File: config.mk
export PLATFORM = sky130hd
export DESIGN_NAME = mmioSubsystem
export DESIGN_NICKNAME = d
export VERILOG_FILES = /design/src/verilog/periphPkg.sv /design/src/verilog/mmioBusPkg.sv /design/src/verilog/mmioSubsystem.sv /design/src/verilog/sysCon.sv /design/src/verilog/spiMaster.sv /design/src/verilog/machineTimer.sv /design/src/verilog/busFrontEnd.sv
export VERILOG_INCLUDE_DIRS = /design/src /design/src/verilog
export SDC_FILE = /design/constraint.sdc
export NUM_CORES = 1
export LEC_CHECK = 0
export BUFFER_PORTS_ARGS = -buffer_cell sky130_fd_sc_hd__buf_2
export CAP_MARGIN = 20
export CORE_AREA = 2 2 193 195
export DETAILED_ROUTE_END_ITERATION = 16
export DIE_AREA = 0 0 195 197
export SETUP_SLACK_MARGIN = 0.3
export SLEW_MARGIN = 20
export SYNTH_ARGS = -nofsm -noshare
export SYNTH_HDL_FRONTEND = slang
export SYNTH_SLANG_ARGS = --single-unit
File: constraint.sdc
create_clock -name clk -period 4.2 [get_ports clk]
set_clock_uncertainty 0.05 [all_clocks]
set_input_delay 1.26 -clock clk [delete_from_list [all_inputs] [get_ports clk]]
set_output_delay 1.26 -clock clk [all_outputs]
set_load 0.05 [all_outputs]
File: src/verilog/mmio_params.svh
`ifndef MMIO_PARAMS_SVH
`define MMIO_PARAMS_SVH

// Byte base addresses of the peripheral windows.
// Timer window is 4 words, SPI window 2 words, system controller 1 word.
`define MMIO_TIMER_BASE 32'hFF00_0080
`define MMIO_SPI_BASE 32'hFF00_0000
`define MMIO_SYSCON_BASE 32'hFF00_0010

// Clocks per mtime increment.
`define MMIO_TIMER_DIV 50

// Wishbone word address width.
`define MMIO_ADR_W 30

`endif
File: src/verilog/periphPkg.sv
`default_nettype none

package periphPkg;

    // SPI transfer width, taken from the byte lanes of a data write.
    typedef enum logic [1:0] {
        width8,
        width16,
        width32
    } spiWidth;

    // Magic command bytes of the system controller.
    typedef enum logic [7:0] {
        cmdReboot = 8'h77,
        cmdPowerOff = 8'h55
    } sysCmd;

endpackage

`default_nettype wire

File: src/verilog/mmioBusPkg.sv
`default_nettype none

package mmioBusPkg;

    // Peripheral hit by the current request.
    typedef enum logic [1:0] {
        devNone,
        devTimer,
        devSpi,
        devSysCon
    } devSel;

    // Front-end request sequencing.
    typedef enum logic [1:0] {
        stIdle,
        stWait,    // SPI data access held while a transfer runs.
        stIssue,
        stRespond
    } feState;

endpackage

`default_nettype wire

File: src/verilog/mmioSubsystem.sv
`default_nettype none

`include "mmio_params.svh"

module mmioSubsystem (
    input wire clk,
    input wire rst,
    input wire wbCyc,
    input wire wbStb,
    input wire wbWe,
    input wire [3:0] wbSel,
    input wire [`MMIO_ADR_W-1:0] wbAdr,
    input wire [31:0] wbDatW,
    input wire spiMiso,
    output logic [31:0] wbDatR,
    output logic wbAck,
    output logic timerIrq,
    output logic spiCs,
    output logic spiSck,
    output logic spiMosi,
    output logic reboot,
    output logic powerOff
);

    logic [31:0] timerRdata;
    logic [31:0] spiRdata;
    logic [31:0] sysRdata;
    logic spiBusy;
    logic timerRe;
    logic timerWe;
    logic spiRe;
    logic spiWe;
    logic sysWe;
    logic [1:0] regIdx;
    logic [3:0] wmask;
    logic [31:0] wdata;

    busFrontEnd frontEnd_i (
        .clk(clk),
        .rst(rst),
        .wbCyc(wbCyc),
        .wbStb(wbStb),
        .wbWe(wbWe),
        .wbSel(wbSel),
        .wbAdr(wbAdr),
        .wbDatW(wbDatW),
        .timerRdata(timerRdata),
        .spiRdata(spiRdata),
        .sysRdata(sysRdata),
        .spiBusy(spiBusy),
        .wbDatR(wbDatR),
        .wbAck(wbAck),
        .timerRe(timerRe),
        .timerWe(timerWe),
        .spiRe(spiRe),
        .spiWe(spiWe),
        .sysWe(sysWe),
        .regIdx(regIdx),
        .wmask(wmask),
        .wdata(wdata)
    );

    machineTimer timer_i (
        .clk(clk),
        .rst(rst),
        .re(timerRe),
        .we(timerWe),
        .regIdx(regIdx),
        .wmask(wmask),
        .wdata(wdata),
        .rdata(timerRdata),
        .timerIrq(timerIrq)
    );

    spiMaster spi_i (
        .clk(clk),
        .rst(rst),
        .re(spiRe),
        .we(spiWe),
        .regIdx(regIdx),
        .wmask(wmask),
        .wdata(wdata),
        .spiMiso(spiMiso),
        .rdata(spiRdata),
        .spiBusy(spiBusy),
        .spiCs(spiCs),
        .spiSck(spiSck),
        .spiMosi(spiMosi)
    );

    sysCon sysCon_i (
        .clk(clk),
        .rst(rst),
        .we(sysWe),
        .wmask(wmask),
        .wdata(wdata),
        .rdata(sysRdata),
        .reboot(reboot),
        .powerOff(powerOff)
    );

endmodule

`default_nettype wire

File: src/verilog/sysCon.sv
`default_nettype none

module sysCon (
    input wire clk,
    input wire rst,
    input wire we,
    input wire [3:0] wmask,
    input wire [31:0] wdata,
    output logic [31:0] rdata,
    output logic reboot,
    output logic powerOff
);

    logic cmdWr;

    // Command byte lives in lane 0.
    assign cmdWr = we && wmask[0];

    always_ff @(posedge clk) begin
        if (rst) begin
            reboot <= 1'b0;
            powerOff <= 1'b0;
        end else begin
            reboot <= cmdWr && (wdata[7:0] == periphPkg::cmdReboot);
            powerOff <= cmdWr && (wdata[7:0] == periphPkg::cmdPowerOff);
        end
    end

    // Write-only window.
    always_ff @(posedge clk) begin
        rdata <= 32'd0;
    end

endmodule

`default_nettype wire

File: src/verilog/spiMaster.sv
`default_nettype none

module spiMaster (
    input wire clk,
    input wire rst,
    input wire re,
    input wire we,
    input wire [1:0] regIdx,
    input wire [3:0] wmask,
    input wire [31:0] wdata,
    input wire spiMiso,
    output logic [31:0] rdata,
    output logic spiBusy,
    output logic spiCs,
    output logic spiSck,
    output logic spiMosi
);

    periphPkg::spiWidth width;
    logic [31:0] shiftReg;
    logic [31:0] loadData;
    logic [5:0] loadCnt;
    logic [5:0] bitCnt;
    logic dataWr;

    // Width from the byte lanes.
    always_comb begin
        case (wmask)
            4'b0001: width = periphPkg::width8;
            4'b0011: width = periphPkg::width16;
            default: width = periphPkg::width32;
        endcase
    end

    // Left-align the payload so the MSB leaves first.
    always_comb begin
        case (width)
            periphPkg::width8: begin
                loadData = {wdata[7:0], 24'd0};
                loadCnt = 6'd8;
            end
            periphPkg::width16: begin
                loadData = {wdata[15:0], 16'd0};
                loadCnt = 6'd16;
            end
            default: begin
                loadData = wdata;
                loadCnt = 6'd32;
            end
        endcase
    end

    assign dataWr = we && (regIdx == 2'd0);

    always_ff @(posedge clk) begin
        if (rst) begin
            bitCnt <= 6'd0;
            spiCs <= 1'b1;
            spiSck <= 1'b0;
            spiMosi <= 1'b0;
        end else if (dataWr) begin
            bitCnt <= loadCnt;
            spiCs <= 1'b0;
            spiSck <= 1'b0;
            spiMosi <= loadData[31];
        end else if (spiSck) begin
            spiSck <= 1'b0;
            spiMosi <= shiftReg[31];
            if (bitCnt == 6'd0) spiCs <= 1'b1; // Last bit done.
        end else if (bitCnt != 6'd0) begin
            spiSck <= 1'b1;
            bitCnt <= bitCnt - 6'd1;
        end
    end

    // Received bits enter at the bottom and end up right-aligned.
    always_ff @(posedge clk) begin
        if (dataWr) begin
            shiftReg <= loadData;
        end else if (!spiSck && (bitCnt != 6'd0)) begin
            shiftReg <= {shiftReg[30:0], spiMiso};
        end
    end

    assign spiBusy = !spiCs;

    always_ff @(posedge clk) begin
        if (re) begin
            if (regIdx == 2'd0) rdata <= shiftReg;
            else rdata <= {31'd0, spiBusy}; // Status.
        end
    end

endmodule

`default_nettype wire

File: src/verilog/machineTimer.sv
`default_nettype none

`include "mmio_params.svh"

module machineTimer (
    input wire clk,
    input wire rst,
    input wire re,
    input wire we,
    input wire [1:0] regIdx,
    input wire [3:0] wmask,
    input wire [31:0] wdata,
    output logic [31:0] rdata,
    output logic timerIrq
);

    localparam int divW = $clog2(`MMIO_TIMER_DIV);
    localparam logic [divW-1:0] divLoad = divW'(`MMIO_TIMER_DIV - 1);

    logic [63:0] mtime;
    logic [63:0] mtimecmp;
    logic [divW-1:0] divCnt;
    logic mtimeWr;

    // Byte-lane merge of a write into an old word.
    function automatic logic [31:0] mergeWord(input logic [31:0] old,
                                              input logic [31:0] din,
                                              input logic [3:0] mask);
        logic [31:0] res;
        res = old;
        for (int b = 0; b < 4; b++) begin
            if (mask[b]) res[8*b +: 8] = din[8*b +: 8];
        end
        return res;
    endfunction

    assign mtimeWr = we && !regIdx[1];

    always_ff @(posedge clk) begin
        if (rst) begin
            mtime <= 64'd0;
            divCnt <= divLoad;
        end else if (mtimeWr) begin
            // Reload so the written value reads back unchanged.
            divCnt <= divLoad;
            if (regIdx[0]) mtime[63:32] <= mergeWord(mtime[63:32], wdata, wmask);
            else mtime[31:0] <= mergeWord(mtime[31:0], wdata, wmask);
        end else if (divCnt == '0) begin
            divCnt <= divLoad;
            mtime <= mtime + 64'd1;
        end else begin
            divCnt <= divCnt - 1'b1;
        end
    end

    always_ff @(posedge clk) begin
        if (rst) begin
            mtimecmp <= 64'd0;
        end else if (we && regIdx[1]) begin
            if (regIdx[0]) mtimecmp[63:32] <= mergeWord(mtimecmp[63:32], wdata, wmask);
            else mtimecmp[31:0] <= mergeWord(mtimecmp[31:0], wdata, wmask);
        end
    end

    always_ff @(posedge clk) begin
        if (re) begin
            case (regIdx)
                2'd0: rdata <= mtime[31:0];
                2'd1: rdata <= mtime[63:32];
                2'd2: rdata <= mtimecmp[31:0];
                default: rdata <= mtimecmp[63:32];
            endcase
        end
    end

    // Unsigned compare.
    assign timerIrq = (mtime >= mtimecmp);

endmodule

`default_nettype wire

File: src/verilog/busFrontEnd.sv
`default_nettype none

`include "mmio_params.svh"

module busFrontEnd (
    input wire clk,
    input wire rst,
    input wire wbCyc,
    input wire wbStb,
    input wire wbWe,
    input wire [3:0] wbSel,
    input wire [`MMIO_ADR_W-1:0] wbAdr,
    input wire [31:0] wbDatW,
    input wire [31:0] timerRdata,
    input wire [31:0] spiRdata,
    input wire [31:0] sysRdata,
    input wire spiBusy,
    output logic [31:0] wbDatR,
    output logic wbAck,
    output logic timerRe,
    output logic timerWe,
    output logic spiRe,
    output logic spiWe,
    output logic sysWe,
    output logic [1:0] regIdx,
    output logic [3:0] wmask,
    output logic [31:0] wdata
);

    localparam logic [31:0] timerBase = `MMIO_TIMER_BASE;
    localparam logic [31:0] spiBase = `MMIO_SPI_BASE;
    localparam logic [31:0] sysConBase = `MMIO_SYSCON_BASE;

    mmioBusPkg::feState state;
    mmioBusPkg::feState nextState;
    mmioBusPkg::devSel hitDev;
    mmioBusPkg::devSel curDev;
    logic [1:0] hitIdx;
    logic curWe;
    logic spiHold;
    logic issue;

    // Address decode into device and word offset.
    always_comb begin
        hitDev = mmioBusPkg::devNone;
        hitIdx = 2'd0;
        if (wbAdr[`MMIO_ADR_W-1:2] == timerBase[31:4]) begin
            hitDev = mmioBusPkg::devTimer;
            hitIdx = wbAdr[1:0];
        end else if (wbAdr[`MMIO_ADR_W-1:1] == spiBase[31:3]) begin
            hitDev = mmioBusPkg::devSpi;
            hitIdx = {1'b0, wbAdr[0]};
        end else if (wbAdr == sysConBase[31:2]) begin
            hitDev = mmioBusPkg::devSysCon;
        end
    end

    // Only the SPI data register waits for a running transfer.
    assign spiHold = (hitDev == mmioBusPkg::devSpi) && (hitIdx == 2'd0) && spiBusy;

    always_comb begin
        nextState = state;
        case (state)
            mmioBusPkg::stIdle: begin
                if (wbCyc && wbStb) begin
                    nextState = spiHold ? mmioBusPkg::stWait : mmioBusPkg::stIssue;
                end
            end
            mmioBusPkg::stWait: begin
                if (!spiBusy) nextState = mmioBusPkg::stIssue;
            end
            mmioBusPkg::stIssue: nextState = mmioBusPkg::stRespond;
            default: nextState = mmioBusPkg::stIdle; // wbStb ignored for this cycle.
        endcase
    end

    always_ff @(posedge clk) begin
        if (rst) begin
            state <= mmioBusPkg::stIdle;
        end else begin
            state <= nextState;
        end
    end

    // Request is held stable by the master, so sampling in idle is enough.
    always_ff @(posedge clk) begin
        if (state == mmioBusPkg::stIdle) begin
            curDev <= hitDev;
            regIdx <= hitIdx;
            curWe <= wbWe;
        end
    end

    assign issue = (state == mmioBusPkg::stIssue);

    assign timerRe = issue && (curDev == mmioBusPkg::devTimer) && !curWe;
    assign timerWe = issue && (curDev == mmioBusPkg::devTimer) && curWe;
    assign spiRe = issue && (curDev == mmioBusPkg::devSpi) && !curWe;
    assign spiWe = issue && (curDev == mmioBusPkg::devSpi) && curWe;
    assign sysWe = issue && (curDev == mmioBusPkg::devSysCon) && curWe;

    assign wmask = wbSel;
    assign wdata = wbDatW;

    assign wbAck = (state == mmioBusPkg::stRespond);

    // Read data select.
    always_comb begin
        wbDatR = 32'd0;
        if (wbAck) begin
            case (curDev)
                mmioBusPkg::devTimer: wbDatR = timerRdata;
                mmioBusPkg::devSpi: wbDatR = spiRdata;
                mmioBusPkg::devSysCon: wbDatR = sysRdata;
                default: wbDatR = 32'd0; // Unmapped reads as zero.
            endcase
        end
    end

endmodule

`default_nettype wire

==> results.toml <==
[worst_setup_path]
crit_type = "flip-flop to primary output"
crit_slowest_cell = "dfxtp_2"
crit_start = "timer_i.mtimecmp[4]$_SDFFE_PP0P_"
cp_top_family = "compound AO/OA/AOI/OAI gates"
crit_path_start_kind = "flip-flop"
crit_required_ps = 2890
worst_path_largest_cell_delay_ps = 330
reg2reg_to = "timer_i.mtime[63]$_SDFFE_PP0P_"
cp_common_cell = "a221oi_2"
cp.depth = 9
critPathArrivalTime_ps = 2620
timing.rr.start = "frontEnd_i.state[0]$_SDFFE_PP0P_"
worstPathCellList = "inv_1, ha_1, and3_4, a221oi_2, o21ai_1, a311o_1, a221oi_2, o21ai_2, buf_6"
rrSetupSlack_ps = 960
crit_fanout = 2
rr_worst_depth = 7
critPathCaptureType = "primary output"
crit_path_end = "timerIrq"
critical_path_buf_inv_count = 2

[routing]
drc = 0
wl_met2_um = 22800
top_layer_used = "met5"
drt_iter0_drc = 1338
drt-vias-per-instance = 6.02
vias = 13200
route.met3.wl_um = 3700
ant_nets = 0
drt_wl_total_um = 49200
drt-met1-wl_um = 20800
firstDrtPassIters = 6
wl_per_cell_um = 22.5

[placed_design]
port_buffers = 110
post-place-cells = 2124
hpwlAfterDp_um = 35200
gp_congestion = 0.913
preCtsSetupSlack_ps = 393

[logic_synthesis]
postSynthAreaPerCell_um2 = 9.01
async_flop_share_pct = 0
synthesis.area_mm2 = 0.0144
ys_types = 77
synth-edff-count = 101
syn_nets = 1745
synth_simple_gate_area_share_pct = 21.6
synth_top_family_by_area = "simple AND/OR/NAND/NOR gates"
synth_compound_area_share_pct = 16.2
synth_seq_cells = 248
synth_xor_xnor_area_share_pct = 0.548
synthCells = 1597
synth_ff_type = "dfxtp_1"
synthAdderAreaFrac_pct = 6.61
ys_seq_area_share_pct = 41.5
synth_mux_area_share_pct = 8.24
yosysWarnings = 0

[finish]
n_fill_cell = 3525
areaGrowthSynthToFinish_pct = 16.2
final_common_cell = "nand2_1"
multi_input_area_mm2 = 0.00785
seq_area_mm2 = 0.00601
final_layout_size_suffix_gt1_share_pct = 18.5
fin_nets = 1846
finish.utilization_pct = 46.1
stdcell_count = 2188
layout_common_cells = "nand2_1, nor2_1, dfxtp_1, buf_2, a21oi_1"

[sta]
drv_slew = 0
hold_violations = 0
rsz0062_at_grt = "yes"
setup_slack_ps = 274
finalSetupViolations = 0
worstMarginPinSlew_ps = 1100
fin_tns_setup_ps = 0
fmax_ghz = 0.255
period_share_pct = 93.5
fin_crit_ps = 3930
slew_headroom_pct = 25.8

[clock_network]
cts_buffers = 27
tritoncts = "built"
cts.sinks = 248
cts-root-buf = "clkbuf_16"
clockBufferDepth = 3
clk_latency_ps = 540
htreeDepth = 1
path_clk_slew_ps = 60

[global_route]
grt_pass1_vias = 12500
overflow = 0
antenna_found_initial = 2
grt_usage_pct = 25.4
grt_pass1_wl_um = 75400
grt_start_max_net_pins = 61

[floorplanning]
row_count = 70
start_util_pct = 39.7
coreArea_mm2 = 0.0363
top_level_ports = 111
die_w_um = 195
die_y_um = 197
die-area_mm2 = 0.0384

[worst_hold_path]
min_path_type = "flip-flop to flip-flop"
min_from = "timer_i.divCnt[0]$_SDFF_PP1_"

[outcome]
status = "finished clean"

[flow_run]
cap_viol_max_count = 0

[pwr]
powerDensity_mw_per_mm2 = 461
p_leak_nw = 6.09
irDropWorstVdd_mv = 0.265
[Yosys cell counts (4+ instances only)]
cell       instances  area share (%)
nor2_1           157             4.1
a211oi_1          24             1.3
a21oi_1          108             3.8
inv_1             85             2.2
a2111oi_0          5            0.30
nor3b_1            4            0.21
o211ai_1           6            0.31
nand3_1          102             3.5
mux4_2            31             4.9
nor4_1            18            0.78
a22oi_1           36             1.9
or4_1              6            0.31
and4_1             7            0.43
o41ai_1            7            0.43
o31ai_1            9            0.47
nand4_1           43             1.9
o22ai_1            7            0.30
buf_1             12            0.31
or3_1              5            0.22
a21o_1            19            0.99
a311oi_1           5            0.30
a221oi_1           5            0.30
clkbuf_1          82             2.1
and3_1            23             1.0
xnor2_1            5            0.30
o32ai_1            5            0.30
a31oi_1           22            0.96
xor2_1             4            0.24
and2_1            44             1.9
ha_1              76             6.6
o21ai_0           74             2.6
edfxtp_1         101              21
nand2b_1           4            0.17
nor3_1            24            0.83
nand2_1          177             4.6
mux2i_1           45             3.1
clkbuf_8           4            0.38
dfxtp_1          147              20
[repair_timing]
item                       CTS  global route
setup buffers               13             0
hold endpoints to repair     0             0
pin swaps                   29             4
hold buffers                 0             0
gates resized for setup     50             6
setup endpoints to repair    1             1
[flip-flops by register name (all words and copies together), names as in the netlist, 2 cells and up]
signal             count
frontEnd_i.curDev      2
frontEnd_i.regIdx      2
frontEnd_i.state       2
spi_i.bitCnt           6
spi_i.rdata           32
spi_i.shiftReg        32
timer_i.divCnt         6
timer_i.mtime         64
timer_i.mtimecmp      64
timer_i.rdata         32
[where the power goes]
part           leakage, nW  internal [mW]  total (mW)  switching [mW]
clock network        0.439           1.40        2.43            1.03
logic                 3.51          0.753        2.04            1.28
registers             2.14           3.01        3.25           0.234
total                 6.09           5.16        7.71            2.55
[cell families (layout without fill, tap and decap cells)]
family                     count (synthesis)  count (layout)
muxes                                     78              78
and+or+nand+nor                          633             633
DFF                                      248             248
adders and majority gates                 76              76
xor gates and xnor gates                   9               9
buffers and inverters                    188             309
AOI/OAI and AO/OA                        365             365
other                                      0               2
[stage by stage]
step,hold slack (ps),total power [mW],instance area [µm²]
2_1_floorplan,317,4.64,14400
3_3_place_gp,336,5.25,15500
3_5_place_dp,338,5.29,15500
4_1_cts,354,7.73,16700
5_1_grt,367,8.08,16700
6_report,354,7.71,16700
[worst reg2reg max path, cell delays in order (launching register included)]
cell      delay, ps
dfxtp_1         400
inv_1           120
ha_1            310
nand4b_1        450
nand4_1         720
or4_1           640
or4_1           410
nand3_1         100
[per-layer routing]
metal / GRT usage, % / up-vias
li1: - / 6110
met1: 33.8 / 6384
met2: 41.4 / 550
met3: 4.09 / 121
met4: 10.5 / 4
met5: 0 / -
[worst min-delay path by stage]
stage	end	slack (ps)	depth (start not counted)
final	timer_i.divCnt[0]$_SDFF_PP1_	350	1
after global routing	timer_i.divCnt[0]$_SDFF_PP1_	370	1
after CTS	timer_i.divCnt[0]$_SDFF_PP1_	350	1
after detailed placement	timer_i.divCnt[0]$_SDFF_PP1_	340	1
after global placement	timer_i.divCnt[0]$_SDFF_PP1_	340	1
after floorplan	timer_i.divCnt[0]$_SDFF_PP1_	320	1
[cell type report]
| type | count | area share [%] |
|---|---|---|
| well taps | 468 | 3.50 |
| diodes | 2 | 0.0299 |
| repair buffers | 175 | 6.41 |
| flip-flops and latches | 248 | 35.9 |
| multi-input cells | 1161 | 47.0 |
| clock inverters | 18 | 1.00 |
| clock buffers | 31 | 4.26 |
| inverters | 85 | 1.91 |
(Power assumes the default switching activity.)
